`config.mk`:
```
export PLATFORM = sky130hd
export DESIGN_NAME = ex_mem_reg
export DESIGN_NICKNAME = d
export VERILOG_FILES = /design/src/hw/exec_pkg.sv /design/src/hw/ex_mem_reg.sv
export SDC_FILE = /design/constraint.sdc
export NUM_CORES = 1
export LEC_CHECK = 0
export BUFFER_PORTS_ARGS = -buffer_cell sky130_fd_sc_hd__buf_2
export CORE_MARGIN = 8
export CORE_UTILIZATION = 42
export DETAILED_ROUTE_END_ITERATION = 10
export PLACE_DENSITY = 0.76
export SLEW_MARGIN = 5
export SYNTH_ARGS = -nofsm -noshare
export SYNTH_HDL_FRONTEND = slang
export SYNTH_SLANG_ARGS = --single-unit
export TNS_END_PERCENT = 20
```
`constraint.sdc`:
```
create_clock -name CLK -period 0.8 [get_ports CLK]
set_input_delay 0.04 -clock CLK [delete_from_list [all_inputs] [get_ports CLK]]
set_output_delay 0.04 -clock CLK [all_outputs]
set_load 0.03 [all_outputs]
```
`src/hw/exec_pkg.sv`:
```
// shared widths, enums and the execute/memory register layout, referenced by scoped names
package exec_pkg;

    // datapath basics
    typedef logic [31:0] word_t;
    typedef logic [4:0]  reg_idx_t;

    localparam int unsigned NUM_REGS = 32;
    // sequential fetch increment
    localparam int unsigned PC_STEP = 4;

    // raw immediate fields as the decoder hands them over
    typedef logic [11:0] imm_i_t;
    typedef logic [11:0] imm_s_t;
    typedef logic [12:0] imm_sb_t;
    typedef logic [20:0] imm_uj_t;

    typedef enum logic [3:0] {
        ALU_ADD  = 4'd0,
        ALU_SUB  = 4'd1,
        ALU_AND  = 4'd2,
        ALU_OR   = 4'd3,
        ALU_XOR  = 4'd4,
        ALU_SLL  = 4'd5,
        ALU_SRL  = 4'd6,
        ALU_SRA  = 4'd7,
        ALU_SLT  = 4'd8,
        ALU_SLTU = 4'd9
    } alu_op_t;

    typedef enum logic [1:0] {A_RS1, A_IMM_S, A_PC, A_ZERO} alu_a_sel_t;
    typedef enum logic [1:0] {B_RS1, B_RS2, B_IMM_I, B_IMM_U} alu_b_sel_t;

    // same encoding as funct3 of the branch opcodes
    typedef enum logic [2:0] {
        BR_BEQ  = 3'b000,
        BR_BNE  = 3'b001,
        BR_BLT  = 3'b100,
        BR_BGE  = 3'b101,
        BR_BLTU = 3'b110,
        BR_BGEU = 3'b111
    } branch_type_t;

    // execute/memory register contents, 137 bits
    typedef struct packed {
        logic     valid;
        reg_idx_t rd;
        logic     reg_write;
        logic     jump;
        logic     branch_taken;
        word_t    result;
        word_t    rs2_data;
        word_t    brj_addr;
        word_t    pc4;
    } ex_mem_t;

endpackage

```
`src/hw/ex_mem_reg.sv`:
```
// execute/memory pipeline register that holds under stall and clears on flush
module ex_mem_reg (
    input  logic              CLK,
    input  logic              nRST,
    input  logic              stall,
    input  logic              flush,
    input  exec_pkg::ex_mem_t d,
    output exec_pkg::ex_mem_t q
);

    exec_pkg::ex_mem_t q_r;

    // stall has priority over flush
    always_ff @(posedge CLK, negedge nRST) begin
        if (!nRST) begin
            q_r <= '0;
        end else if (!stall) begin
            if (flush) begin
                // bubble with every field zero
                q_r <= '0;
            end else begin
                q_r <= d;
            end
        end
    end

    assign q = q_r;

    // a stalled edge must not move any field even under flush
    a_stall_holds : assert property (
        @(posedge CLK) disable iff (!nRST)
        stall |=> $stable(q)
    ) else $error("ex/mem register changed across a stalled edge");

endmodule

```
==> results.py <==
metrics = {
    "sta": {
        "finalClockSkew_ns": 0,
        "setup_viol": 145,
        "timing.hold.ws_ns": 0.0195,
        "worst_pin_slew_ns": 0.379,
        "hold_violations": 0,
        "max_freq_ghz": 0.966,
        "rsz0062_at_grt": "true",
        "relSlewSlack_pct": 74.5,
        "finalCritPeriodShare_pct": 129,
        "slew_violations": 0,
        "fin_ws_ns": -0.235,
        "period_minus_slack_ns": 1.04,
    },
    "min_path": {
        "min-delay-start": "stall",
        "holdPathStages": 2,
        "hold_class": "primary input to flip-flop",
        "whs_endpoint": "q[65]$_DFFE_PN0N_",
    },
    "setup_path": {
        "max_stage_delay_ns": 0.42,
        "path_max_fanout": 2,
        "crit_family": "flip-flops",
        "reg2reg_from": "q[134]$_DFFE_PN0N_",
        "worst_ep_required_time_ns": 0.76,
        "crit_buf_inv": 1,
        "path_class": "flip-flop to output pin",
        "rrSetupSlack_ns": -0.10,
        "crit_chain": "buf_6",
        "r2r-end": "q[134]$_DFFE_PN0N_",
        "worst-endpoint-arrival_ns": 1.00,
        "cp_slowest_cell": "dfrtp_1",
        "reg2regPathDepth": 2,
        "cp-start-kind": "flip-flop",
        "end_kind": "output pin",
    },
    "clock_tree": {
        "ctsHtreeMaxLevel": 4,
        "numCtsBuffers": 17,
        "root_buffer": "clkbuf_16",
        "clk_latency_ns": 0.40,
        "cts_tree": "yes",
        "clock_path_buffers": 2,
        "cts.clk_slew.worst_paths_ns": 0.06,
        "cts.sinks": 137,
    },
    "floorplan": {
        "coreArea_mm2": 0.0133,
        "die_x_um": 133,
        "rows": 42,
        "die_h_um": 133,
        "dieArea_mm2": 0.0176,
        "initial_core_util_pct": 43.1,
        "io_pins": 278,
    },
    "placement": {
        "dp_hpwl_um": 12300,
        "place_area_mm2": 0.00742,
        "dp_cells": 1024,
        "gp_congestion": 0.760,
        "portBuffers": 277,
        "pre_cts_ws_ns": -0.0546,
    },
    "route": {
        "first_iter_violations": 407,
        "routed_wl_um": 23500,
        "viasPerCell": 5.06,
        "drt_pass1_iterations": 5,
        "drcViolationCount": 0,
        "ant_nets": 0,
        "drt-wirelength-per-cell_um": 19.3,
        "vias": 6168,
    },
    "layout": {
        "finalNonFillerCells": 1219,
        "multi_input_area_mm2": 0.00208,
        "final_cell_mix": "buf_6, dlygate4sd3_1, buf_2, nand2b_1, dfrtp_1",
        "synthToLayoutAreaGrowth_pct": 83.1,
        "drive_gt1_share_pct": 34.7,
        "final_area_mm2": 0.0105,
        "fill_cells": 716,
        "seqCellArea_mm2": 0.00343,
        "layout_commonest_cell": "buf_6",
        "fin_util_pct": 78.9,
        "largest_reg_flops": 137,
        "layout.nets": 1168,
    },
    "synth": {
        "seq_area_frac_synth_pct": 59.9,
        "ys_ff_latch": 137,
        "synth_compound_area_share_pct": 12.0,
        "muxShareOfSynthArea_pct": 0,
        "yosysWarningCount": 0,
        "netlist_area_mm2": 0.00573,
        "ys_types": 11,
        "syn_nets": 733,
        "synth_top_family_by_area": "simple AND/OR/NAND/NOR gates",
        "syn_avg_cell_area_um2": 9.67,
        "synthXorXnorAreaFrac_pct": 0,
        "syn_inst": 592,
        "yosys.area_share.adder_pct": 0,
        "yosys.area_share.simple_pct": 23.8,
    },
    "grt": {
        "grt_max_degree": 65,
        "antenna_found_initial": 3,
        "grt_pass1_vias": 6873,
        "grt_remaining_overflow": 0,
        "track_usage_pct": 25.9,
        "grt_pass1_wl_um": 36200,
    },
    "run": {
        "maxCapViolations": 0,
    },
    "pwr": {
        "seqPwrFrac_pct": 37.8,
        "combPwrFrac_pct": 23.0,
        "p_leak_uw": 0.00502,
        "power.density_mw_per_mm2": 2000,
        "peakVddDrop_v": 0.00123,
        "p_int_uw": 15000,
        "switchingPower_uw": 5930,
        "power_switching_share_pct": 28.3,
        "power.share.clock_pct": 39.2,
    },
    "status": {
        "status": "finished, violations left",
        "violations": "setup timing",
    },
}
[cell families (layout without fill, tap and decap cells)]
logic type,Yosys count,in the layout
buffers and inverters,45,493
other,0,3
flip-flops,137,137
AND/OR/NAND/NOR,273,273
AO/OA/AOI/OAI,137,137
[how the worst max path moves through the flow]
stage	from	end	slack, ns	cells past startpoint
finish	q[63]$_DFFE_PN0N_	q[63]	-0.24	1
global route	q[63]$_DFFE_PN0N_	q[63]	-0.26	1
CTS	q[125]$_DFFE_PN0N_	q[125]	-0.23	1
detailed placement	flush	q[111]$_DFFE_PN0N_	-0.05	4
global placement	flush	q[54]$_DFFE_PN0N_	-0.008	4
floorplan	q[134]$_DFFE_PN0N_	q[134]$_DFFE_PN0N_	0.01	1
[cell type report]
| cell class | count | area share [%] |
|---|---|---|
| well taps | 176 | 2.10 |
| clock buffers | 22 | 4.62 |
| clock inverters | 10 | 1.35 |
| diodes | 3 | 0.0716 |
| repair buffers | 461 | 39.3 |
| multi-input cells | 410 | 19.8 |
| flip-flops and latches | 137 | 32.7 |
[Yosys cell counts]
master	count	area, um2
nand2_1	136	510
clkbuf_2	11	55.1
o21ai_1	19	95.1
o21ai_0	117	586
dfrtp_1	137	3430
nor2_1	1	3.75
clkbuf_1	1	3.75
buf_2	30	150
nand2b_1	136	851
a22o_1	1	8.76
buf_6	3	33.8
[layer usage]
layer	vias up	GRT usage (%)	share of wire, %
met2	337	44.7	50
met4	0	16.3	5.9
met1	2961	26.6	36
met5	-	0	0
li1	2772	-	-
met3	98	8.40	7.8
[power groups by stage]
stage	Clock, uW	Combinational (uW)	Sequential (uW)
floorplan	0	802	8940
global placement	0	3280	7850
detailed placement	0	3330	7860
CTS	8240	4530	7880
global route	8640	5100	7970
finish	8200	4810	7920
[through the flow]
stage | setup TNS, ns | total power [uW]
after detailed placement | -1.04 | 11200
after global routing | -31.22 | 21700
after floorplan | 0 | 9750
final | -26.48 | 20900
after global placement | -0.0180 | 11100
after CTS | -27.44 | 20600
[repair_timing]
action	CTS	global route
gates resized for setup	274	21
hold endpoints to repair	274	0
endpoints found under the setup margin	137	145
setup buffers	7	14
hold buffers	139	0
pin swaps	0	0
No activity file was read; power rests on OpenSTA's default activity.
