===== config.mk =====
export PLATFORM = sky130hd
export DESIGN_NAME = reg_file
export DESIGN_NICKNAME = d
export VERILOG_FILES = /design/src/hw/exec_pkg.sv /design/src/hw/reg_file.sv
export SDC_FILE = /design/constraint.sdc
export NUM_CORES = 2
export LEC_CHECK = 0
export BUFFER_PORTS_ARGS = -buffer_cell sky130_fd_sc_hd__buf_2
export CORE_UTILIZATION = 55
export CTS_CLUSTER_DIAMETER = 50
export DETAILED_ROUTE_END_ITERATION = 10
export PLACE_DENSITY_LB_ADDON = 0.08
export SETUP_SLACK_MARGIN = 0.5
export SLEW_MARGIN = 40
export SYNTH_ARGS = -nofsm -noshare
export SYNTH_HDL_FRONTEND = slang
export SYNTH_SLANG_ARGS = --single-unit

===== constraint.sdc =====
create_clock -name CLK -period 3.55 [get_ports CLK]
set_input_delay 0.71 -clock CLK [delete_from_list [all_inputs] [get_ports CLK]]
set_output_delay 0.71 -clock CLK [all_outputs]
set_load 0.05 [all_outputs]

===== src/hw/exec_pkg.sv =====
// shared widths, enums and the execute/memory register layout, referenced by scoped names
package exec_pkg;

    // datapath basics
    typedef logic [31:0] word_t;
    typedef logic [4:0]  reg_idx_t;

    localparam int unsigned NUM_REGS = 32;
    // sequential fetch increment
    localparam int unsigned PC_STEP = 4;

    // raw immediate fields as the decoder hands them over
    typedef logic [11:0] imm_i_t;
    typedef logic [11:0] imm_s_t;
    typedef logic [12:0] imm_sb_t;
    typedef logic [20:0] imm_uj_t;

    typedef enum logic [3:0] {
        ALU_ADD  = 4'd0,
        ALU_SUB  = 4'd1,
        ALU_AND  = 4'd2,
        ALU_OR   = 4'd3,
        ALU_XOR  = 4'd4,
        ALU_SLL  = 4'd5,
        ALU_SRL  = 4'd6,
        ALU_SRA  = 4'd7,
        ALU_SLT  = 4'd8,
        ALU_SLTU = 4'd9
    } alu_op_t;

    typedef enum logic [1:0] {A_RS1, A_IMM_S, A_PC, A_ZERO} alu_a_sel_t;
    typedef enum logic [1:0] {B_RS1, B_RS2, B_IMM_I, B_IMM_U} alu_b_sel_t;

    // same encoding as funct3 of the branch opcodes
    typedef enum logic [2:0] {
        BR_BEQ  = 3'b000,
        BR_BNE  = 3'b001,
        BR_BLT  = 3'b100,
        BR_BGE  = 3'b101,
        BR_BLTU = 3'b110,
        BR_BGEU = 3'b111
    } branch_type_t;

    // execute/memory register contents, 137 bits
    typedef struct packed {
        logic     valid;
        reg_idx_t rd;
        logic     reg_write;
        logic     jump;
        logic     branch_taken;
        word_t    result;
        word_t    rs2_data;
        word_t    brj_addr;
        word_t    pc4;
    } ex_mem_t;

endpackage


===== src/hw/reg_file.sv =====
// integer register file with two combinational reads and one clocked writeback port
module reg_file (
    input  logic              CLK,
    input  logic              nRST,
    input  exec_pkg::reg_idx_t rs1,
    input  exec_pkg::reg_idx_t rs2,
    input  exec_pkg::reg_idx_t wr_rd,
    input  logic              wr_en,
    input  exec_pkg::word_t   wr_data,
    output exec_pkg::word_t   rs1_data,
    output exec_pkg::word_t   rs2_data
);

    // x1..x31 only, x0 has no storage
    exec_pkg::word_t [exec_pkg::NUM_REGS-1:1] regs;

    always_ff @(posedge CLK, negedge nRST) begin
        if (!nRST) begin
            regs <= '0;
        end else if (wr_en && wr_rd != '0) begin
            regs[wr_rd] <= wr_data;
        end
    end

    // no bypass, a write shows up on the next cycle
    assign rs1_data = (rs1 == '0) ? '0 : regs[rs1];
    assign rs2_data = (rs2 == '0) ? '0 : regs[rs2];

    // a write aimed at x0 must leave every stored register untouched
    a_no_x0_write : assert property (
        @(posedge CLK) disable iff (!nRST)
        (wr_en && wr_rd == '0) |=> $stable(regs)
    ) else $error("write to x0 changed register storage");

endmodule


==> impl_summary.log <==
[metrics] status: finished clean
[metrics] number of endpoints with negative hold slack in the final report: 0
[metrics] mean routed wirelength per cell: 35.4 um
[metrics] number of buffers added to fix hold violations after cts: 0
[metrics] CTS Root Buffer Type: sky130_fd_sc_hd__clkbuf_16
[metrics] post-synthesis cell type count: 40
[metrics] peak fanout along the critical path: 7
[metrics] post-synth net total: 3741
[metrics] MaxCap Viol Count: 0
[metrics] clock tree from TritonCTS: built
[metrics] Worst IR Drop VDD: 0.485 mV
[metrics] number of enable flip-flop cells after synthesis: 0
[metrics] post-layout power: 37000 uW
[metrics] via count of the first global-routing pass: 38.7k
[metrics] leakage component of the power: 0.0291 uW
[metrics] Sink Count: 992
[metrics] count of placed standard cells in the final layout, fillers left out: 5320
[metrics] warning count from the yosys run: 0
[metrics] cell with the most instances after synthesis: sky130_fd_sc_hd__mux2_2
[metrics] reg2reg end: regs[122]
[metrics] register bit count reported by yosys: 992
[metrics] worst slew slack as a fraction of its limit: 38.0%
[metrics] number of max-slew violations in the final report: 0
[metrics] share of synthesized registers carrying an async set or reset: 100%
[metrics] Setup-failing EPs final: 0
[metrics] maximum buffer depth of the clock tree: 3
[metrics] nets@finish: 4001
[metrics] path category of the worst min-delay check: in2async
[metrics] DR pass1 iterations: 6
[metrics] overall via count from detail_route: 37.7k
[metrics] Worst EP arrival: 2590 ps
[metrics] number of instances in the synthesized netlist: 3691
[metrics] startpoint type of the worst setup path: primary input
[metrics] Routability Congestion: 0.884
[metrics] Antenna Violating Nets Remaining: 0
[metrics] max frequency: 303 MHz
[metrics] Avg Synthesized Cell Area: 14.5 sq um
[metrics] transition time of the tightest slew-check pin: 929 ps
[metrics] Setup TNS: 0 ps
[metrics] final routed DRC violation total: 0
[metrics] Syn-to-layout area delta: 22.9%
[metrics] number of flip-flops in the largest register: 992
[metrics] clock slew at reported path FFs: 60 ps
[metrics] x dimension of the die: 314 um
[metrics] insertion delay of the later-clocked pin in the worst-skew pair: 700 ps
[metrics] worst-case clock skew: 0 ps
[metrics] # H-tree levels: 3
[metrics] ratio of cells with drive above 1 in the final layout: 57.7%
[metrics] top area cells in the synthesized netlist: sky130_fd_sc_hd__dfrtp_1 (46%), sky130_fd_sc_hd__mux2_2 (22%), sky130_fd_sc_hd__mux4_2 (15%)
[metrics] sum of net half-perimeters after detailed placement: 107000 um
[metrics] Inserted Clock Buffers: 121
[metrics] Crit Path Class: in2out
[metrics] Critical R2R Launch: regs[122]
[metrics] largest registers in the final layout: regs x992
[metrics] leading area contributor after synthesis: sky130_fd_sc_hd__dfrtp_1
[metrics] Reg2Reg Depth: 2
[metrics] number of antenna violations at the first check in global routing: 3
[metrics] Vias per Instance: 7.09
[metrics] Top reg by flops: regs
[metrics] placed instance count: 4915
[metrics] area of the mapped netlist: 53400 sq um
[metrics] post-route fraction of the period consumed by the critical path: 93.0%
[metrics] sequential-to-total area share from yosys stat: 46.5%
[metrics] register-to-register setup slack: 2630 ps
[metrics] top_reg_cell synth: sky130_fd_sc_hd__dfrtp_1
[metrics] Yosys top cell area share: 46.5%
[metrics] placeable core area: 95600 sq um
[metrics] RSZ-0062 raised after global routing: true
[metrics] crit end category: output port
[metrics] global-route total usage across every layer: 38.2%
[metrics] largest net degree at the start of global routing: 100
[metrics] number of top-level design ports: 114
[metrics] initial standard-cell utilization of the core: 55.9%
[metrics] power density relative to cell area: 564 nW/um^2
[metrics] most instantiated cells after synthesis: sky130_fd_sc_hd__mux2_2 (1054), sky130_fd_sc_hd__dfrtp_1 (992), sky130_fd_sc_hd__mux4_2 (354)
[metrics] Port Buffers: 113
[metrics] shortest period the worst path allows: 3300 ps
[metrics] remaining global-route overflow: 0
[metrics] area of the die: 98400 sq um
[metrics] iteration-0 DRC count of the detailed router: 4163
[metrics] global-route wire length before repair: 273000 um
[metrics] standard-cell row count: 113
[metrics] Post-Route WL: 188000 um
[metrics] CP Data Required Time: 2840 ps
[metrics] layout filler cell count: 6530
[metrics] die boundary height: 314 um
## routing by layer
layer  GRT usage, %  up-vias  routed length, um  part of all wire, %
li1               -    14800                  -                    -
met4           16.8        2               9490                  5.0
met5              0        -                 13               0.0069
met1           52.0    20200              73100                   39
met2           59.2     2183              87700                   47
met3           8.67      545              17800                  9.5
## final cells by class
| type | instances | area (sq um) | area share [%] |
|---|---|---|---|
| Multi-Input combinational cell | 2298 | 27900 | 42.5 |
| Sequential cell | 992 | 24800 | 37.8 |
| Inverter | 2 | 7.51 | 0.0114 |
| Clock buffer | 166 | 3470 | 5.28 |
| Timing Repair Buffer | 536 | 7050 | 10.7 |
| Antenna cell | 3 | 7.51 | 0.0114 |
| Tap cell | 1265 | 1580 | 2.41 |
| Clock inverter | 58 | 786 | 1.20 |
## what timing repair did
item,in CTS,in global routing
cloned,42,8
endpoints found under the setup margin,64,64
pin swaps,45,70
gates resized for setup,276,134
setup buffers,94,34
## power by group
part,leakage (uW),total [uW],internal (uW),switching [uW]
Sequential,0.0127,15300,13500,1800
Combinational,0.0143,8650,4940,3710
Clock,0.00207,13000,7990,5060
## worst max-delay path, stage by stage
cell and delay (ps):
sky130_fd_sc_hd__buf_16 140, sky130_fd_sc_hd__buf_12 120, sky130_fd_sc_hd__buf_16 130, sky130_fd_sc_hd__mux4_2 510, sky130_fd_sc_hd__mux4_2 470, sky130_fd_sc_hd__mux2_4 310
sky130_fd_sc_hd__buf_8 160
## worst max path at each step
stage / to / startpoint / slack (ps)
detailed placement: rs1_data[25] / rs1[0] / 100
global placement: rs2_data[16] / rs2[0] / 100
CTS: rs1_data[15] / rs1[0] / 250
finish: rs1_data[15] / rs1[0] / 250
floorplan: rs1_data[2] / rs1[0] / 400
global route: rs1_data[5] / rs1[0] / 230
## placed cells by master, fill, tap and decap left out, types with 18 or more instances in the layout
master	instances
sky130_fd_sc_hd__buf_12	93
sky130_fd_sc_hd__nor2b_1	26
sky130_fd_sc_hd__clkbuf_16	130
sky130_fd_sc_hd__nand2b_1	28
sky130_fd_sc_hd__dfrtp_1	992
sky130_fd_sc_hd__a221oi_2	18
sky130_fd_sc_hd__and3_1	18
sky130_fd_sc_hd__nor3_1	26
sky130_fd_sc_hd__clkbuf_8	24
sky130_fd_sc_hd__buf_4	253
sky130_fd_sc_hd__clkbuf_1	20
sky130_fd_sc_hd__clkinv_2	20
sky130_fd_sc_hd__buf_6	42
sky130_fd_sc_hd__buf_2	39
sky130_fd_sc_hd__o211ai_1	19
sky130_fd_sc_hd__nand3_1	39
sky130_fd_sc_hd__mux2i_1	302
sky130_fd_sc_hd__buf_16	58
sky130_fd_sc_hd__a221o_1	24
sky130_fd_sc_hd__mux4_2	354
sky130_fd_sc_hd__a22oi_2	24
sky130_fd_sc_hd__buf_8	32
sky130_fd_sc_hd__a22oi_1	90
sky130_fd_sc_hd__mux2_2	1042
sky130_fd_sc_hd__nand2_1	28
## per-stage QoR
stage	setup WS [ps]	hold slack, ps	util, %	instance area (sq um)
2_1_floorplan	404	414	-	53700
3_3_place_gp	99.7	494	59.7	57100
3_5_place_dp	98.8	510	59.7	57100
4_1_cts	252	9.29	67.5	64500
5_1_grt	226	23.3	68.7	65700
6_report	248	19.4	68.7	65700
## cells by family after synthesis
family / Yosys count / synth area share, %
AND/OR/NAND/NOR: 283 / 2.85
multiplexers: 1732 / 43.2
flip-flops: 992 / 46.5
buffers and inverters: 401 / 3.26
AO/OA/AOI/OAI: 283 / 4.21
Note: power is estimated with default switching activity, not from simulation.
