`src/hw/exec_pkg.sv`:
```
// shared widths, enums and the execute/memory register layout, referenced by scoped names
package exec_pkg;

    // datapath basics
    typedef logic [31:0] word_t;
    typedef logic [4:0]  reg_idx_t;

    localparam int unsigned NUM_REGS = 32;
    // sequential fetch increment
    localparam int unsigned PC_STEP = 4;

    // raw immediate fields as the decoder hands them over
    typedef logic [11:0] imm_i_t;
    typedef logic [11:0] imm_s_t;
    typedef logic [12:0] imm_sb_t;
    typedef logic [20:0] imm_uj_t;

    typedef enum logic [3:0] {
        ALU_ADD  = 4'd0,
        ALU_SUB  = 4'd1,
        ALU_AND  = 4'd2,
        ALU_OR   = 4'd3,
        ALU_XOR  = 4'd4,
        ALU_SLL  = 4'd5,
        ALU_SRL  = 4'd6,
        ALU_SRA  = 4'd7,
        ALU_SLT  = 4'd8,
        ALU_SLTU = 4'd9
    } alu_op_t;

    typedef enum logic [1:0] {A_RS1, A_IMM_S, A_PC, A_ZERO} alu_a_sel_t;
    typedef enum logic [1:0] {B_RS1, B_RS2, B_IMM_I, B_IMM_U} alu_b_sel_t;

    // same encoding as funct3 of the branch opcodes
    typedef enum logic [2:0] {
        BR_BEQ  = 3'b000,
        BR_BNE  = 3'b001,
        BR_BLT  = 3'b100,
        BR_BGE  = 3'b101,
        BR_BLTU = 3'b110,
        BR_BGEU = 3'b111
    } branch_type_t;

    // execute/memory register contents, 137 bits
    typedef struct packed {
        logic     valid;
        reg_idx_t rd;
        logic     reg_write;
        logic     jump;
        logic     branch_taken;
        word_t    result;
        word_t    rs2_data;
        word_t    brj_addr;
        word_t    pc4;
    } ex_mem_t;

endpackage

```
`src/hw/exec_operand_if.sv`:
```
// bundle of forwarded operands, pc and extended immediates fed to the ALU and branch unit
interface exec_operand_if;

    // forwarded register operands
    exec_pkg::word_t rs1_val;
    exec_pkg::word_t rs2_val;
    exec_pkg::word_t pc;
    // sign extended immediates
    exec_pkg::word_t imm_i_ext;
    exec_pkg::word_t imm_sb_ext;
    exec_pkg::word_t imm_uj_ext;
    // selected ALU ports
    exec_pkg::word_t alu_a;
    exec_pkg::word_t alu_b;

    modport src (output rs1_val, rs2_val, pc, imm_i_ext, imm_sb_ext, imm_uj_ext, alu_a, alu_b);
    modport alu_side (input alu_a, alu_b);
    modport bju_side (input rs1_val, rs2_val, pc, imm_i_ext, imm_sb_ext, imm_uj_ext);

endinterface

```
`src/hw/operand_select.sv`:
```
// forwarding, immediate sign extension and ALU operand muxing for the execute stage
module operand_select (
    input  exec_pkg::word_t      rs1_data,
    input  exec_pkg::word_t      rs2_data,
    input  exec_pkg::word_t      fwd_data,
    input  exec_pkg::word_t      pc,
    input  logic                 fwd_rs1,
    input  logic                 fwd_rs2,
    input  exec_pkg::imm_i_t     imm_i,
    input  exec_pkg::imm_s_t     imm_s,
    input  exec_pkg::imm_sb_t    imm_sb,
    input  exec_pkg::imm_uj_t    imm_uj,
    input  exec_pkg::word_t      imm_u,
    input  exec_pkg::alu_a_sel_t alu_a_sel,
    input  exec_pkg::alu_b_sel_t alu_b_sel,
    exec_operand_if.src          ops
);

    // S immediate only feeds port A, never leaves this block
    exec_pkg::word_t imm_s_ext;

    // memory stage result overrides the register read
    assign ops.rs1_val = fwd_rs1 ? fwd_data : rs1_data;
    assign ops.rs2_val = fwd_rs2 ? fwd_data : rs2_data;
    assign ops.pc      = pc;

    // sign extension to word width
    assign ops.imm_i_ext  = {{20{imm_i[11]}}, imm_i};
    assign imm_s_ext      = {{20{imm_s[11]}}, imm_s};
    assign ops.imm_sb_ext = {{19{imm_sb[12]}}, imm_sb};
    assign ops.imm_uj_ext = {{11{imm_uj[20]}}, imm_uj};

    // port A
    always_comb begin
        case (alu_a_sel)
            exec_pkg::A_RS1:   ops.alu_a = ops.rs1_val;
            exec_pkg::A_IMM_S: ops.alu_a = imm_s_ext;
            exec_pkg::A_PC:    ops.alu_a = pc;
            default:           ops.alu_a = '0;
        endcase
    end

    // port B, shifts take their amount from the low bits of the I immediate
    always_comb begin
        case (alu_b_sel)
            exec_pkg::B_RS1:   ops.alu_b = ops.rs1_val;
            exec_pkg::B_RS2:   ops.alu_b = ops.rs2_val;
            exec_pkg::B_IMM_I: ops.alu_b = ops.imm_i_ext;
            default:           ops.alu_b = imm_u;
        endcase
    end

endmodule

```
`src/flat_wrapper.sv`:
```
// flat-port wrapper written by rule: the top's interface ports become plain ports
module operand_select_flat 
  (rs1_data, rs2_data, fwd_data, pc, fwd_rs1, fwd_rs2, imm_i, imm_s, imm_sb, imm_uj, imm_u, alu_a_sel, alu_b_sel, ops_rs1_val, ops_rs2_val, ops_pc, ops_imm_i_ext, ops_imm_sb_ext, ops_imm_uj_ext, ops_alu_a, ops_alu_b);
  exec_operand_if ops_i ();
  input  exec_pkg::word_t rs1_data;
  input  exec_pkg::word_t rs2_data;
  input  exec_pkg::word_t fwd_data;
  input  exec_pkg::word_t pc;
  input  logic fwd_rs1;
  input  logic fwd_rs2;
  input  exec_pkg::imm_i_t imm_i;
  input  exec_pkg::imm_s_t imm_s;
  input  exec_pkg::imm_sb_t imm_sb;
  input  exec_pkg::imm_uj_t imm_uj;
  input  exec_pkg::word_t imm_u;
  input  exec_pkg::alu_a_sel_t alu_a_sel;
  input  exec_pkg::alu_b_sel_t alu_b_sel;
  output wire logic [$bits(ops_i.rs1_val)-1:0] ops_rs1_val;
  output wire logic [$bits(ops_i.rs2_val)-1:0] ops_rs2_val;
  output wire logic [$bits(ops_i.pc)-1:0] ops_pc;
  output wire logic [$bits(ops_i.imm_i_ext)-1:0] ops_imm_i_ext;
  output wire logic [$bits(ops_i.imm_sb_ext)-1:0] ops_imm_sb_ext;
  output wire logic [$bits(ops_i.imm_uj_ext)-1:0] ops_imm_uj_ext;
  output wire logic [$bits(ops_i.alu_a)-1:0] ops_alu_a;
  output wire logic [$bits(ops_i.alu_b)-1:0] ops_alu_b;
  assign ops_rs1_val = ops_i.rs1_val;
  assign ops_rs2_val = ops_i.rs2_val;
  assign ops_pc = ops_i.pc;
  assign ops_imm_i_ext = ops_i.imm_i_ext;
  assign ops_imm_sb_ext = ops_i.imm_sb_ext;
  assign ops_imm_uj_ext = ops_i.imm_uj_ext;
  assign ops_alu_a = ops_i.alu_a;
  assign ops_alu_b = ops_i.alu_b;
  operand_select u_core (.rs1_data(rs1_data), .rs2_data(rs2_data), .fwd_data(fwd_data), .pc(pc), .fwd_rs1(fwd_rs1), .fwd_rs2(fwd_rs2), .imm_i(imm_i), .imm_s(imm_s), .imm_sb(imm_sb), .imm_uj(imm_uj), .imm_u(imm_u), .alu_a_sel(alu_a_sel), .alu_b_sel(alu_b_sel), .ops(ops_i));
endmodule
```
`config.mk`:
```
export PLATFORM = sky130hd
export DESIGN_NAME = operand_select_flat
export DESIGN_NICKNAME = d
export VERILOG_FILES = /design/src/hw/exec_pkg.sv /design/src/hw/exec_operand_if.sv /design/src/hw/operand_select.sv /design/src/flat_wrapper.sv
export SDC_FILE = /design/constraint.sdc
export NUM_CORES = 1
export LEC_CHECK = 0
export BUFFER_PORTS_ARGS = -buffer_cell sky130_fd_sc_hd__buf_2
export CAP_MARGIN = 20
export CORE_AREA = 2 2 185 187
export DETAILED_ROUTE_END_ITERATION = 12
export DIE_AREA = 0 0 187 189
export RECOVER_POWER = 100
export SYNTH_ARGS = -nofsm -noshare
export SYNTH_HDL_FRONTEND = slang
export SYNTH_SLANG_ARGS = --single-unit
```
`constraint.sdc`:
```
create_clock -name vclk -period 1.2
set_input_delay 0 -clock vclk [all_inputs]
set_output_delay 0 -clock vclk [all_outputs]
set_load 0.005 [all_outputs]
```
==> out/results.txt <==
Antenna Nets Post-Route - 0
Initial Utilization - 10.4%
Register area share after synthesis - 0%
Max-capacitance violation count - 0
Setup TNS - 0 ps
Worst Path Max Fanout - 7
# DRC - 0
Vias in the first global route - 3903
PwrDens - 429 mW/mm^2
Most frequent cells in the layout - buf_2, mux2_4, nor2_1, clkbuf_1, mux2i_1
Crit. Startpoint - fwd_rs2
Drt initial violations - 290
Final min period - 1140 ps
Syn Inst Count - 412
Fillers - 3866
RSZ-0062 raised after global routing - no
Seq cells - 0
Post-Syn Area per Cell - 8.36 sq um
GRT Util Overall - 9.74%
Share of post-route cells with drive strength above 1 - 71.7%
Area used by multi-input combinational logic - 0.00223 sq mm
Synth warnings - 0
Leakage - 2.63 nW
Worst path required time - 1200 ps
CP endpoint kind - output pin
Syn_nets - 636
Synth area leader - buf_4
Final Hold Vio Count - 0
Pre-CTS WS - 0.431 ps
Ranking of synthesized cells by area - buf_4, mux2_4, mux2i_1
Chip height - 189 microns
Nets - 898
Clk_buf instances - 0
Status - finished, final reports clean
First-pass GRT wire length - 26100 microns
Fmax - 0.874 GHz
Routed vias/inst - 3.60
Worst slew margin - 62.9%
Crit path DAT - 1140 ps
Largest net degree at the start of global routing - 33
Drt first pass iters - 4
Synth top area share - 29.2%
IO Pins - 480
Core Rows - 67
Worst Setup Start Kind - input pin
Hold crit path type - in2out
WL/cell - 18.3 microns
Post-DP HPWL - 16400 microns
Final Max Slew Viols - 0
Peak VDD IR - 120 uV
DIE AREA - 0.0353 sq mm
FF+latch area - 0 sq um
Yosys cell types - 21
Final GP Congestion - 0.930
Wirelength, routed - 20500 microns
Worst Slack Setup Final - 55.3 ps
Port bufs - 382
GRT overflow - 0
Core ar. - 0.0333 sq mm
Crit Path Class - in2out
Synth-to-Final Area Change - 50.5%
Post-route clock period utilization - 95.4%
Antenna violations before repair - 0
Endpoints failing setup - 0
Worst-Margin Slew - 556 ps
ANT cells - 0
Die X-Extent - 187 microns
Hold WS - 0.00200 ps
Worst Setup EP - ops_alu_b[11]
Commonest non-fill, non-tap cell in the layout - buf_2
Routed vias - 4035
Mapped Area - 0.00344 sq mm
-- power by group --
part	leakage, nW	internal [mW]	switching, mW	total (mW)
Sequential	0	0	0	0
Clock	0	0	0	0
Combinational	2.63	1.13	1.09	2.22
Total	2.63	1.13	1.09	2.22
-- per-stage QoR --
| step | instances | power [mW] | util (%) | cell area [sq um] |
|---|---|---|---|---|
| after floorplan | 412 | 1.31 | - | 3440 |
| after global placement | 1108 | 2.17 | 15.2 | 5060 |
| after detailed placement | 1108 | 2.16 | 15.2 | 5060 |
| after CTS | 1108 | 2.17 | 15.2 | 5060 |
| final | 1120 | 2.22 | 15.6 | 5180 |
| after global routing | 1120 | 2.38 | 15.6 | 5180 |
-- synth_stat cells --
cell type / number
buf_4: 134
mux2_4: 49
nor2_1: 43
mux2i_1: 32
o21ai_1: 30
nor3_2: 21
o22ai_2: 20
mux2_2: 15
nand2_1: 13
o22ai_1: 12
nor3_1: 11
clkbuf_1: 8
buf_2: 7
buf_6: 6
buf_12: 4
o21ai_0: 2
nand2b_1: 1
nand2b_2: 1
nor2b_1: 1
nor3b_2: 1
or2_1: 1
-- kinds of logic (layout without fill, tap and decap cells) --
group / Yosys count / after routing / share of synthesized area (%)
AO/OA/AOI/OAI: 64 / 64 / 14.1
buffers and inverters: 159 / 419 / 35.4
multiplexers: 96 / 96 / 35.6
AND/OR/NAND/NOR: 93 / 93 / 15.0
-- what timing repair did --
item / CTS / global route
hold buffers: 0 / 0
gates resized for setup: 2 / 7
gates cloned: 0 / 4
setup endpoints to repair: 2 / 15
buffers inserted: 0 / 8
-- worst max-delay path, stage by stage --
cell     delay (ps)
buf_4           180
buf_16          170
buf_12          130
mux2_4          300
o22ai_2         150
nor3_2           60
buf_2           140
-- per-layer routing --
layer | wire length, microns | GRT usage (%) | share of wire, %
met1 | 8820 | 13.6 | 43
met2 | 9490 | 15.4 | 46
met3 | 1650 | 1.74 | 8.1
met4 | 514 | 2.50 | 2.5
met5 | 0 | 0 | 0
-- worst min-delay path by stage --
stage                 startpoint                 end  cells after the start
floorplan           alu_a_sel[0]        ops_alu_a[0]                      1
global placement      imm_sb[10]  ops_imm_sb_ext[10]                      0
detailed placement    imm_sb[10]  ops_imm_sb_ext[10]                      0
CTS                   imm_sb[10]  ops_imm_sb_ext[10]                      0
global route          imm_sb[11]  ops_imm_sb_ext[11]                      0
finish                imm_uj[11]  ops_imm_uj_ext[11]                      0
-- layout make-up --
type                       count  share of cell area (%)
timing repair buffer         419                    46.1
multi-input combinational    253                    43.1
tap                          448                    10.8
No activity file was read; power rests on OpenSTA's default activity.
