**src/hw/exec_pkg.sv**
```systemverilog
// shared widths, enums and the execute/memory register layout, referenced by scoped names
package exec_pkg;

    // datapath basics
    typedef logic [31:0] word_t;
    typedef logic [4:0]  reg_idx_t;

    localparam int unsigned NUM_REGS = 32;
    // sequential fetch increment
    localparam int unsigned PC_STEP = 4;

    // raw immediate fields as the decoder hands them over
    typedef logic [11:0] imm_i_t;
    typedef logic [11:0] imm_s_t;
    typedef logic [12:0] imm_sb_t;
    typedef logic [20:0] imm_uj_t;

    typedef enum logic [3:0] {
        ALU_ADD  = 4'd0,
        ALU_SUB  = 4'd1,
        ALU_AND  = 4'd2,
        ALU_OR   = 4'd3,
        ALU_XOR  = 4'd4,
        ALU_SLL  = 4'd5,
        ALU_SRL  = 4'd6,
        ALU_SRA  = 4'd7,
        ALU_SLT  = 4'd8,
        ALU_SLTU = 4'd9
    } alu_op_t;

    typedef enum logic [1:0] {A_RS1, A_IMM_S, A_PC, A_ZERO} alu_a_sel_t;
    typedef enum logic [1:0] {B_RS1, B_RS2, B_IMM_I, B_IMM_U} alu_b_sel_t;

    // same encoding as funct3 of the branch opcodes
    typedef enum logic [2:0] {
        BR_BEQ  = 3'b000,
        BR_BNE  = 3'b001,
        BR_BLT  = 3'b100,
        BR_BGE  = 3'b101,
        BR_BLTU = 3'b110,
        BR_BGEU = 3'b111
    } branch_type_t;

    // execute/memory register contents, 137 bits
    typedef struct packed {
        logic     valid;
        reg_idx_t rd;
        logic     reg_write;
        logic     jump;
        logic     branch_taken;
        word_t    result;
        word_t    rs2_data;
        word_t    brj_addr;
        word_t    pc4;
    } ex_mem_t;

endpackage

```
**src/hw/exec_operand_if.sv**
```systemverilog
// bundle of forwarded operands, pc and extended immediates fed to the ALU and branch unit
interface exec_operand_if;

    // forwarded register operands
    exec_pkg::word_t rs1_val;
    exec_pkg::word_t rs2_val;
    exec_pkg::word_t pc;
    // sign extended immediates
    exec_pkg::word_t imm_i_ext;
    exec_pkg::word_t imm_sb_ext;
    exec_pkg::word_t imm_uj_ext;
    // selected ALU ports
    exec_pkg::word_t alu_a;
    exec_pkg::word_t alu_b;

    modport src (output rs1_val, rs2_val, pc, imm_i_ext, imm_sb_ext, imm_uj_ext, alu_a, alu_b);
    modport alu_side (input alu_a, alu_b);
    modport bju_side (input rs1_val, rs2_val, pc, imm_i_ext, imm_sb_ext, imm_uj_ext);

endinterface

```
**src/hw/branch_jump_unit.sv**
```systemverilog
// branch compare, branch/jal/jalr targets and next-PC address selection
module branch_jump_unit (
    exec_operand_if.bju_side       ops,
    input  logic                   branch,
    input  logic                   jump,
    input  logic                   j_sel,
    input  exec_pkg::branch_type_t branch_type,
    output logic                   branch_taken,
    output exec_pkg::word_t        brj_addr,
    output exec_pkg::word_t        pc4
);

    logic            cmp;
    exec_pkg::word_t branch_target;
    exec_pkg::word_t jal_target;
    exec_pkg::word_t jalr_sum;
    exec_pkg::word_t jalr_target;
    exec_pkg::word_t jump_target;

    // compare on the forwarded operands
    always_comb begin
        case (branch_type)
            exec_pkg::BR_BEQ:  cmp = ops.rs1_val == ops.rs2_val;
            exec_pkg::BR_BNE:  cmp = ops.rs1_val != ops.rs2_val;
            exec_pkg::BR_BLT:  cmp = $signed(ops.rs1_val) < $signed(ops.rs2_val);
            exec_pkg::BR_BGE:  cmp = $signed(ops.rs1_val) >= $signed(ops.rs2_val);
            exec_pkg::BR_BLTU: cmp = ops.rs1_val < ops.rs2_val;
            exec_pkg::BR_BGEU: cmp = ops.rs1_val >= ops.rs2_val;
            default:           cmp = 1'b0;
        endcase
    end

    assign branch_taken = branch && cmp;

    // candidate targets
    assign pc4           = ops.pc + exec_pkg::word_t'(exec_pkg::PC_STEP);
    assign branch_target = ops.pc + ops.imm_sb_ext;
    assign jal_target    = ops.pc + ops.imm_uj_ext;
    assign jalr_sum      = ops.rs1_val + ops.imm_i_ext;
    // jalr drops bit 0 of the sum
    assign jalr_target   = {jalr_sum[31:1], 1'b0};
    assign jump_target   = j_sel ? jal_target : jalr_target;

    // jump first, then taken branch, else fall through
    always_comb begin
        if (jump) begin
            brj_addr = jump_target;
        end else if (branch_taken) begin
            brj_addr = branch_target;
        end else begin
            brj_addr = pc4;
        end
    end

endmodule

```
**src/flat_wrapper.sv**
```systemverilog
// flat-port wrapper written by rule: the top's interface ports become plain ports
module branch_jump_unit_flat 
  (branch, jump, j_sel, branch_type, branch_taken, brj_addr, pc4, ops_rs1_val, ops_rs2_val, ops_pc, ops_imm_i_ext, ops_imm_sb_ext, ops_imm_uj_ext);
  exec_operand_if ops_i ();
  input  logic branch;
  input  logic jump;
  input  logic j_sel;
  input  exec_pkg::branch_type_t branch_type;
  output logic branch_taken;
  output exec_pkg::word_t brj_addr;
  output exec_pkg::word_t pc4;
  input wire logic [$bits(ops_i.rs1_val)-1:0] ops_rs1_val;
  input wire logic [$bits(ops_i.rs2_val)-1:0] ops_rs2_val;
  input wire logic [$bits(ops_i.pc)-1:0] ops_pc;
  input wire logic [$bits(ops_i.imm_i_ext)-1:0] ops_imm_i_ext;
  input wire logic [$bits(ops_i.imm_sb_ext)-1:0] ops_imm_sb_ext;
  input wire logic [$bits(ops_i.imm_uj_ext)-1:0] ops_imm_uj_ext;
  assign ops_i.rs1_val = ops_rs1_val;
  assign ops_i.rs2_val = ops_rs2_val;
  assign ops_i.pc = ops_pc;
  assign ops_i.imm_i_ext = ops_imm_i_ext;
  assign ops_i.imm_sb_ext = ops_imm_sb_ext;
  assign ops_i.imm_uj_ext = ops_imm_uj_ext;
  branch_jump_unit u_core (.ops(ops_i), .branch(branch), .jump(jump), .j_sel(j_sel), .branch_type(branch_type), .branch_taken(branch_taken), .brj_addr(brj_addr), .pc4(pc4));
endmodule
```
**config.mk**
```make
export PLATFORM = sky130hd
export DESIGN_NAME = branch_jump_unit_flat
export DESIGN_NICKNAME = d
export VERILOG_FILES = /design/src/hw/exec_pkg.sv /design/src/hw/exec_operand_if.sv /design/src/hw/branch_jump_unit.sv /design/src/flat_wrapper.sv
export SDC_FILE = /design/constraint.sdc
export NUM_CORES = 1
export LEC_CHECK = 0
export ABC_AREA = 1
export BUFFER_PORTS_ARGS = -buffer_cell sky130_fd_sc_hd__buf_4
export CAP_MARGIN = 15
export CORE_ASPECT_RATIO = 1.75
export CORE_UTILIZATION = 55
export DETAILED_ROUTE_END_ITERATION = 16
export PLACE_DENSITY_LB_ADDON = 0.12
export RECOVER_POWER = 25
export SYNTH_ARGS = -nofsm -noshare
export SYNTH_HDL_FRONTEND = slang
export SYNTH_SLANG_ARGS = --single-unit
```
**constraint.sdc**
```tcl
create_clock -name vclk -period 3.51
set_input_delay 0.702 -clock vclk [all_inputs]
set_output_delay 0.702 -clock vclk [all_outputs]
set_load 0.03 [all_outputs]
```
==> metrics.json, run 1 <==
{
  "outcome": "did not finish",
  "haltStage": "global routing (5_1_grt)",
  "error_line": "[ERROR GRT-0116] Global routing finished with congestion. Check the congestion regions in the DRC Viewer.",
  "post-synth-top-area-fraction": 0.1902,
  "globalRoute.totalOverflow": 16,
  "initial_utilization": 0.5665,
  "synth_top_cells_by_count": "355 x sky130_fd_sc_hd__nand2_1, 245 x sky130_fd_sc_hd__inv_1, 147 x sky130_fd_sc_hd__a21oi_1",
  "hpwl_um": 31340,
  "synth_top_cell_by_area": "sky130_fd_sc_hd__ha_1",
  "synthMostInstantiatedCell": "sky130_fd_sc_hd__nand2_1",
  "globalRouteTotalUtil": 0.7597,
  "grt_pass1_vias": 15720,
  "synth.top_cells.by_area": "sky130_fd_sc_hd__ha_1 19%, sky130_fd_sc_hd__nand2_1 16%, sky130_fd_sc_hd__inv_1 11%",
  "seq_area_frac_synth": 0,
  "place.gp.congestion": 1.069,
  "die_width_um": 94.42,
  "synthesis.instances": 1510,
  "yosysWarnings": 0,
  "grt_max_degree": 40,
  "yosysUniqueCellTypes": 48,
  "floorplan.io_pins": 263,
  "io_buffers": 263,
  "num_rows": 58,
  "syn_nets": 1836,
  "synth.avg_cell_area_um2": 5.445,
  "die_h_um": 163.7,
  "grt_pass1_wl_um": 87850,
  "syn-cell-area_um2": 8222
}
[kinds of logic after synthesis]
family / share of synthesized area
and+or+nand+nor: 0.3802
AOI/OAI and AO/OA: 0.2301
buffers and inverters: 0.1275
adders and majority gates: 0.1975
xor gates and xnor gates: 0.06468
[through the flow]
step | hold WS [ps] | TNS [ps] | setup WS (ps) | instance area [um^2] | instances
4_1_cts | 1662 | -3902 | -171.2 | 12980 | 2175
3_5_place_dp | 1661 | -6249 | -216.9 | 12050 | 2160
3_3_place_gp | 1653 | -2030 | -181.3 | 12050 | 2160
2_1_floorplan | 1533 | 0 | 57.28 | 8222 | 1510
[timing repair]
item | in CTS
endpoints found under the setup margin | 33
gates resized for setup | 183
gates cloned | 4
pin swaps | 41
buffers inserted | 11
hold buffers | 0
[per-layer routing]
metal  GRT overflow  track usage
met1              1       0.7510
met2              6       0.9364
met3              0       0.5708
met4              9       0.7965
met5              0       0.2396
==> inputs of run 2 (changes only) <==
Settings changed: CORE_ASPECT_RATIO 1.75 to default, CORE_UTILIZATION 55 to 40, PLACE_DENSITY_LB_ADDON 0.12 to 0.15.
==> run 2 against run 1 <==
Against the previous run: the flow now finishes, with violations (setup timing); area after synthesis unchanged; synthesized cell count unchanged.
==> metrics.json, run 2 <==
{
  "hpwl": {"value": 29200, "unit": "um", "change": "was 31340 um"},
  "slowest_stage": "sky130_fd_sc_hd__nor3b_4",
  "timing.critical_path.required_ps": 2810,
  "end_kind": "primary output",
  "synth_compound_gate_area_share": {"value": 0.2301, "change": "unchanged"},
  "grt_antenna_before_repair": 0,
  "final_hold_viol_count": 0,
  "synth_top_family_by_area": {"value": "simple AND/OR/NAND/NOR gates", "change": "unchanged"},
  "cp_slowest_stage_delay_ps": 310,
  "powerDensity_nw_per_um2": 187.8,
  "timing.setup.critical_path_class": "in2out",
  "family_with_the_most_delay_on_the_worst_path": "simple AND/OR/NAND/NOR gates",
  "num_rows": {"value": 52, "change": "was 58"},
  "vias": 11760,
  "dp.cells": {"value": 2236, "change": "was 2160"},
  "holdBufCountCts": {"value": 0, "change": "unchanged"},
  "fraction_of_layout_instances_using_a_drive_strength_above_1": 0.3335,
  "synth.top_cells.by_area": {"value": "sky130_fd_sc_hd__ha_1 19%, sky130_fd_sc_hd__nand2_1 16%, sky130_fd_sc_hd__inv_1 11%", "change": "unchanged"},
  "layout-area-overhead-vs-synth_pct": 60.63,
  "die_h": {"value": 145.4, "unit": "um", "change": "was 163.7 um"},
  "final.min_clock_period_ps": 3656,
  "syn-cell-area": {"value": 8222, "unit": "um^2", "change": "unchanged"},
  "cell_depth_of_the_worst_hold_path": 2,
  "critical_path_arrival_ps": 2950,
  "final_net_count": 2307,
  "wire_per_inst_um": 15.66,
  "clock.fmax_mhz": 273.6,
  "slew-limit-headroom": 0.6408,
  "wl_um": 35210,
  "vdd_ir_drop_max_mv": 0.09804,
  "timing.critical_path.cells": "buf_6 -> ha_4 -> nand2_4 -> nor2_4 -> nand2_4 -> nor3b_4 -> nand2_4 -> nand3_1 -> nand2_1 -> nor2_2 -> nand3_4 -> buf_6 -> buf_16 -> nand3_2 -> nand3_2 -> nand2_2 -> buf_6",
  "holdCritPathClass": "in2out",
  "layout.cells.most_common": "sky130_fd_sc_hd__buf_4",
  "post-synth-top-area-fraction": {"value": 0.1902, "change": "unchanged"},
  "rsz0062_at_grt": "yes",
  "synth-xor-area-share": {"value": 0.06468, "change": "unchanged"},
  "tightest_slew_ps": 538.8,
  "synth.avg_cell_area": {"value": 5.445, "unit": "um^2", "change": "unchanged"},
  "io_buffers": {"value": 263, "change": "unchanged"},
  "fin_ws_ps": -145.6,
  "outcome": {"value": "finished, violations left", "change": "was did not finish"},
  "synthMostInstantiatedCell": {"value": "sky130_fd_sc_hd__nand2_1", "change": "unchanged"},
  "drv.max_cap_violation_count": 0,
  "initial_utilization": {"value": 0.4076, "change": "was 0.5665"},
  "core-area_um2": 20170,
  "synth_top_cell_by_area": {"value": "sky130_fd_sc_hd__ha_1", "change": "unchanged"},
  "power_leakage_nw": 6.993,
  "floorplan.io_pins": {"value": 263, "change": "unchanged"},
  "max_transition_viols_final": 0,
  "setup_viol": 32,
  "globalRoute.totalOverflow": 0,
  "synth_top_cells_by_count": {"value": "355 x sky130_fd_sc_hd__nand2_1, 245 x sky130_fd_sc_hd__inv_1, 147 x sky130_fd_sc_hd__a21oi_1", "change": "unchanged"},
  "sequential_cell_total": 0,
  "drc": 0,
  "synth-simple-area-share": {"value": 0.3802, "change": "unchanged"},
  "layout_common_cells": "425 x sky130_fd_sc_hd__buf_4, 321 x sky130_fd_sc_hd__nand2_1, 231 x sky130_fd_sc_hd__inv_1, 138 x sky130_fd_sc_hd__nor2_1, 124 x sky130_fd_sc_hd__a21oi_1",
  "worstPathMaxFanout": 8,
  "layout.filler_cells": 1985,
  "cp-start-kind": "input port",
  "post-place-ws": {"value": -244.3, "unit": "ps", "change": "was -216.9 ps"},
  "worst-path-buf-inv": 4,
  "seq_area_frac_synth": {"value": 0, "change": "unchanged"},
  "place.gp.congestion": {"value": 0.9596, "change": "was 1.069"},
  "antenna_cells_inserted": 0,
  "globalRouteTotalUtil": 0.3155,
  "launch_instance_of_the_worst_min_delay_path": "ops_pc[1]",
  "yosysWarnings": {"value": 0, "change": "unchanged"},
  "die_width": {"value": 145.4, "unit": "um", "change": "was 94.42 um"},
  "violations": "setup timing",
  "period_utilisation_layout": 1.041,
  "fraction_of_the_core_area_covered_by_cells_at_the_end_of_the_flow": 0.6548,
  "layoutNonFillerInstCount": 2249,
  "die_area_um2": 21130,
  "grt_pass1_wl_um": 54480,
  "drt_iter0_drc": 636,
  "finalPower_mw": 2.480,
  "multiplexer_fraction_of_the_synthesized_cell_area": {"value": 0, "change": "unchanged"},
  "grt_pass1_vias": 11410,
  "vias_per_cell": 5.227,
  "final.clkbuf_count": 0,
  "drtAntennaViolNets": 0,
  "yosys.area_share.adder": {"value": 0.1975, "change": "unchanged"},
  "yosysUniqueCellTypes": {"value": 48, "change": "unchanged"},
  "syn_nets": {"value": 1836, "change": "unchanged"},
  "drt_pass1_iterations": 5,
  "min_delay_worst_endpoint": "pc4[1]",
  "synthesis.instances": {"value": 1510, "change": "unchanged"},
  "sequential_cell_area_um2": 0,
  "grt_max_degree": 40
}
run 2: layout make-up:
cell class / count / area [um^2] / area share
Timing Repair Buffer: 493 / 4000 / 0.3029
Multi-Input combinational cell: 1241 / 7939 / 0.6011
Inverter: 245 / 929.6 / 0.07039
Tap cell: 270 / 337.8 / 0.02558
run 2: worst max path at each step:
stage,depth (start not counted),end,from,slack (ps)
CTS,24,brj_addr[0],ops_rs1_val[1],-130
global route,19,brj_addr[13],ops_rs2_val[11],-270
finish,17,brj_addr[5],ops_rs1_val[31],-150
global placement,16,brj_addr[31],ops_imm_i_ext[2],-200
floorplan,13,brj_addr[30],ops_pc[2],60
detailed placement,17,brj_addr[31],ops_imm_i_ext[2],-240
run 2: where the power goes:
group	internal (mW)	switching, mW
combinational	1.12	1.36
clock	0	0
sequential	0	0
run 2: cell families (layout without fill, tap and decap cells):
group,count (synthesis),in the layout
adders and majority gates,128,128
buffers and inverters,269,738
AOI/OAI and AO/OA,338,338
xor gates and xnor gates,59,59
and+or+nand+nor,716,716
run 2: per-layer routing:
metal | global-route usage | wire [um] | vias up
met5 | 0 | 0 | -
met4 | 0.08053 | 1076 | 0
met3 | 0.01567 | 1897 | 63
met2 | 0.5733 | 16820 | 425
met1 | 0.4051 | 15420 | 5288
li1 | - | - | 5979
run 2: stage by stage:
stage               instance area, um^2  TNS, ps  hold WS (ps)
finish                            13210    -3196          1738
global route                      13210    -7289          1745
CTS                               12900    -1638          1658
detailed placement                12080    -4010          1658
global placement                  12080    -2740          1659
floorplan                          8222        0          1533
run 2: repair_timing:
| item | 4_1_cts | 5_1_grt |
|---|---|---|
| gates resized for setup | 153 | 88 |
| pin swaps | 57 | 65 |
| gates cloned | 4 | 0 |
| endpoints found under the setup margin | 32 | 33 |
| setup buffers | 6 | 4 |
Note: power is estimated with default switching activity, not from simulation.
==> inputs of run 3 (changes only) <==
Settings changed: GPL_ROUTABILITY_DRIVEN from default to 0, PLACE_DENSITY from default to 0.76, PLACE_DENSITY_LB_ADDON 0.15 to default.
==> run 3 against run 2 <==
Against the previous run: the run still ends with setup timing left; sequential share of layout area did not move; global-route usage fell by 0.67 points; setup slack got worse by 100 ps; via count rose by 1.5%; critical path depth rose by 1; largest power group unchanged; non-clock buffer count fell by 44; fmax fell by 2.8%; wire length fell by 0.44%.
==> metrics.json, run 3 (synthesized netlist as in run 2, its figures left out) <==
{
  "outcome": {"value": "finished, violations left", "change": "unchanged"},
  "violations": {"value": "setup timing", "change": "unchanged"},
  "timing.critical_path.cells": {"value": "buf_4 -> inv_1 -> ha_4 -> a21oi_1 -> o21ai_1 -> a21oi_2 -> nand2_2 -> nand2_4 -> nand2_2 -> nand2_2 -> nand4_1 -> nand3_4 -> nand2_8 -> buf_12 -> nand2_1 -> nand3_1 -> nand2_2 -> buf_6", "change": "was buf_6 -> ha_4 -> nand2_4 -> nor2_4 -> nand2_4 -> nor3b_4 -> nand2_4 -> nand3_1 -> nand2_1 -> nor2_2 -> nand3_4 -> buf_6 -> buf_16 -> nand3_2 -> nand3_2 -> nand2_2 -> buf_6"},
  "grt_pass1_wl": {"value": 54100, "unit": "um", "change": "was 54480 um"},
  "final.clkbuf_count": {"value": 0, "change": "unchanged"},
  "die_h": {"value": 145.4, "unit": "um", "change": "unchanged"},
  "period_utilisation_layout": {"value": 1.071, "change": "was 1.041"},
  "clockPowerShare": {"value": 0, "change": "about the same"},
  "timing.setup.critical_path_class": {"value": "in2out", "change": "unchanged"},
  "power_leakage": {"value": 6.717, "unit": "nW", "change": "was 6.993 nW"},
  "wl": {"value": 35060, "unit": "um", "change": "was 35210 um"},
  "netSwitchingPower": {"value": 1.326, "unit": "mW", "change": "was 1.357 mW"},
  "holdBufCountCts": {"value": 0, "change": "unchanged"},
  "sequential_cell_total": {"value": 0, "change": "unchanged"},
  "num_rows": {"value": 52, "change": "unchanged"},
  "die_width": {"value": 145.4, "unit": "um", "change": "unchanged"},
  "final_hold_viol_count": {"value": 0, "change": "unchanged"},
  "clock.fmax": {"value": 266.0, "unit": "MHz", "change": "was 273.6 MHz"},
  "die_area": {"value": 21130, "unit": "um^2", "change": "unchanged"},
  "finalPower": {"value": 2.364, "unit": "mW", "change": "was 2.480 mW"},
  "drt_pass1_iterations": {"value": 5, "change": "unchanged"},
  "grt_pass1_vias": {"value": 11490, "change": "was 11410"},
  "antenna_cells_inserted": {"value": 0, "change": "unchanged"},
  "vdd_ir_drop_max": {"value": 0.1227, "unit": "mV", "change": "was 0.09804 mV"},
  "hpwl": {"value": 28380, "unit": "um", "change": "was 29200 um"},
  "drc": {"value": 0, "change": "unchanged"},
  "layout.filler_cells": {"value": 1825, "change": "was 1985"},
  "grt_max_degree": {"value": 40, "change": "unchanged"},
  "globalRoute.totalOverflow": {"value": 0, "change": "unchanged"},
  "worst-path-buf-inv": {"value": 4, "change": "unchanged"},
  "power.combinational.fraction": {"value": 1.000, "change": "about the same"},
  "holdCritPathClass": {"value": "in2out", "change": "unchanged"},
  "slew-limit-headroom": {"value": 0.6937, "change": "was 0.6408"},
  "tightest_slew": {"value": 454.7, "unit": "ps", "change": "was 538.8 ps"},
  "fin_ws": {"value": -249.2, "unit": "ps", "change": "was -145.6 ps"},
  "core-area": {"value": 20170, "unit": "um^2", "change": "unchanged"},
  "placement.cell_area": {"value": 11780, "unit": "um^2", "change": "was 12080 um^2"},
  "end_kind": {"value": "primary output", "change": "unchanged"},
  "power.share.sequential": {"value": 0, "change": "about the same"},
  "cp_common_cell": "sky130_fd_sc_hd__nand2_2",
  "multi_input_comb_area": {"value": 7858, "unit": "um^2", "change": "was 7939 um^2"},
  "slowest_stage": {"value": "sky130_fd_sc_hd__nand3_4", "change": "was sky130_fd_sc_hd__nor3b_4"},
  "layout.cells.most_common": {"value": "sky130_fd_sc_hd__buf_4", "change": "unchanged"},
  "sequential_cell_area": {"value": 0, "unit": "um^2", "change": "unchanged"},
  "layout_common_cells": {"value": "388 x sky130_fd_sc_hd__buf_4, 303 x sky130_fd_sc_hd__nand2_1, 231 x sky130_fd_sc_hd__inv_1, 136 x sky130_fd_sc_hd__nor2_1, 129 x sky130_fd_sc_hd__a21oi_1", "change": "was 425 x sky130_fd_sc_hd__buf_4, 321 x sky130_fd_sc_hd__nand2_1, 231 x sky130_fd_sc_hd__inv_1, 138 x sky130_fd_sc_hd__nor2_1, 124 x sky130_fd_sc_hd__a21oi_1"},
  "rsz0062_at_grt": {"value": "yes", "change": "unchanged"},
  "initial_utilization": {"value": 0.4076, "change": "unchanged"},
  "drv.max_cap_violation_count": {"value": 0, "change": "unchanged"},
  "setup_viol": {"value": 33, "change": "was 32"},
  "cp-start-kind": {"value": "input port", "change": "unchanged"},
  "wire_per_inst": {"value": 15.90, "unit": "um", "change": "was 15.66 um"},
  "powerDensity": {"value": 185.5, "unit": "nW/um^2", "change": "was 187.8 nW/um^2"},
  "family_with_the_most_delay_on_the_worst_path": {"value": "simple AND/OR/NAND/NOR gates", "change": "unchanged"},
  "io_buffers": {"value": 263, "change": "unchanged"},
  "critical_path_arrival": {"value": 3060, "unit": "ps", "change": "was 2950 ps"},
  "netSwitchingFraction": {"value": 0.5610, "change": "was 0.5470"},
  "final.min_clock_period": {"value": 3759, "unit": "ps", "change": "was 3656 ps"},
  "timing.critical_path.required": {"value": 2810, "unit": "ps", "change": "about the same"},
  "final_net_count": {"value": 2263, "change": "was 2307"},
  "final_design_area_no_fill": {"value": 12750, "unit": "um^2", "change": "was 13210 um^2"},
  "drtAntennaViolNets": {"value": 0, "change": "unchanged"},
  "floorplan.io_pins": {"value": 263, "change": "unchanged"},
  "fraction_of_layout_instances_using_a_drive_strength_above_1": {"value": 0.3142, "change": "was 0.3335"},
  "globalRouteTotalUtil": {"value": 0.3088, "change": "was 0.3155"},
  "worstPathMaxFanout": {"value": 7, "change": "was 8"},
  "vias_per_cell": {"value": 5.410, "change": "was 5.227"},
  "vias": {"value": 11930, "change": "was 11760"},
  "internal_power": {"value": 1.038, "unit": "mW", "change": "was 1.124 mW"},
  "hold_slack": {"value": 1737, "unit": "ps", "change": "was 1738 ps"},
  "cp_slowest_stage_delay": {"value": 230, "unit": "ps", "change": "was 310 ps"},
  "layout-area-overhead-vs-synth": {"value": 55.06, "unit": "%", "change": "was 60.63%"},
  "grt_antenna_before_repair": {"value": 0, "change": "unchanged"},
  "drt_iter0_drc": {"value": 867, "change": "was 636"},
  "fraction_of_the_core_area_covered_by_cells_at_the_end_of_the_flow": {"value": 0.6321, "change": "was 0.6548"},
  "max_transition_viols_final": {"value": 0, "change": "unchanged"}
}
run 3: cell count changes in the layout (fill, tap and decap cells not counted), moves of 15 or more:
cell | before | now
sky130_fd_sc_hd__buf_4 | 425 | 388
sky130_fd_sc_hd__nand2_1 | 321 | 303
sky130_fd_sc_hd__nand3_1 | 100 | 118
sky130_fd_sc_hd__nand3_2 | 31 | 13
sky130_fd_sc_hd__nand2_2 | 35 | 50
run 3: path summary, 6_finish.rpt:
check,to,startpoint,cells past startpoint
min,pc4[0],ops_pc[0],2
max,brj_addr[19],ops_rs2_val[15],18
run 3: metrics by stage:
stage                     TNS, ps  instances  setup WS [ps]
final                       -5923       2205         -249.2
after global routing       -10020       2205         -354.0
after CTS                   -1885       2202         -107.2
after detailed placement    -5621       2197         -254.5
after global placement      -3265       2197         -191.1
after floorplan                 0       1510          57.28
run 3: final cells by class:
type,instances,share of cell area
repair buffers,449,0.2842
well taps,270,0.02650
multi-input cells,1241,0.6164
inverters,245,0.07292
run 3: what timing repair did:
item | in CTS | in global routing
buffers inserted | 4 | 1
gates cloned | 1 | 3
pin swaps | 19 | 59
resized for setup | 120 | 99
endpoints found under the setup margin | 33 | 33
endpoints found under the hold margin | 0 | 0
run 3: layer usage:
metal / routed length, um / up-vias / global-route usage
met4: 1248 / 0 / 0.08737
met3: 3110 / 104 / 0.02132
met1: 13910 / 5262 / 0.3900
met2: 16790 / 677 / 0.5608
met5: 0 / - / 0
li1: - / 5886 / -
run 3: power groups by stage:
| stage | Sequential, mW | Clock (mW) | Combinational (mW) |
|---|---|---|---|
| 6_report | 0 | 0 | 2.36 |
| 3_3_place_gp | 0 | 0 | 2.06 |
| 5_1_grt | 0 | 0 | 2.56 |
| 4_1_cts | 0 | 0 | 2.23 |
| 2_1_floorplan | 0 | 0 | 1.19 |
| 3_5_place_dp | 0 | 0 | 2.08 |
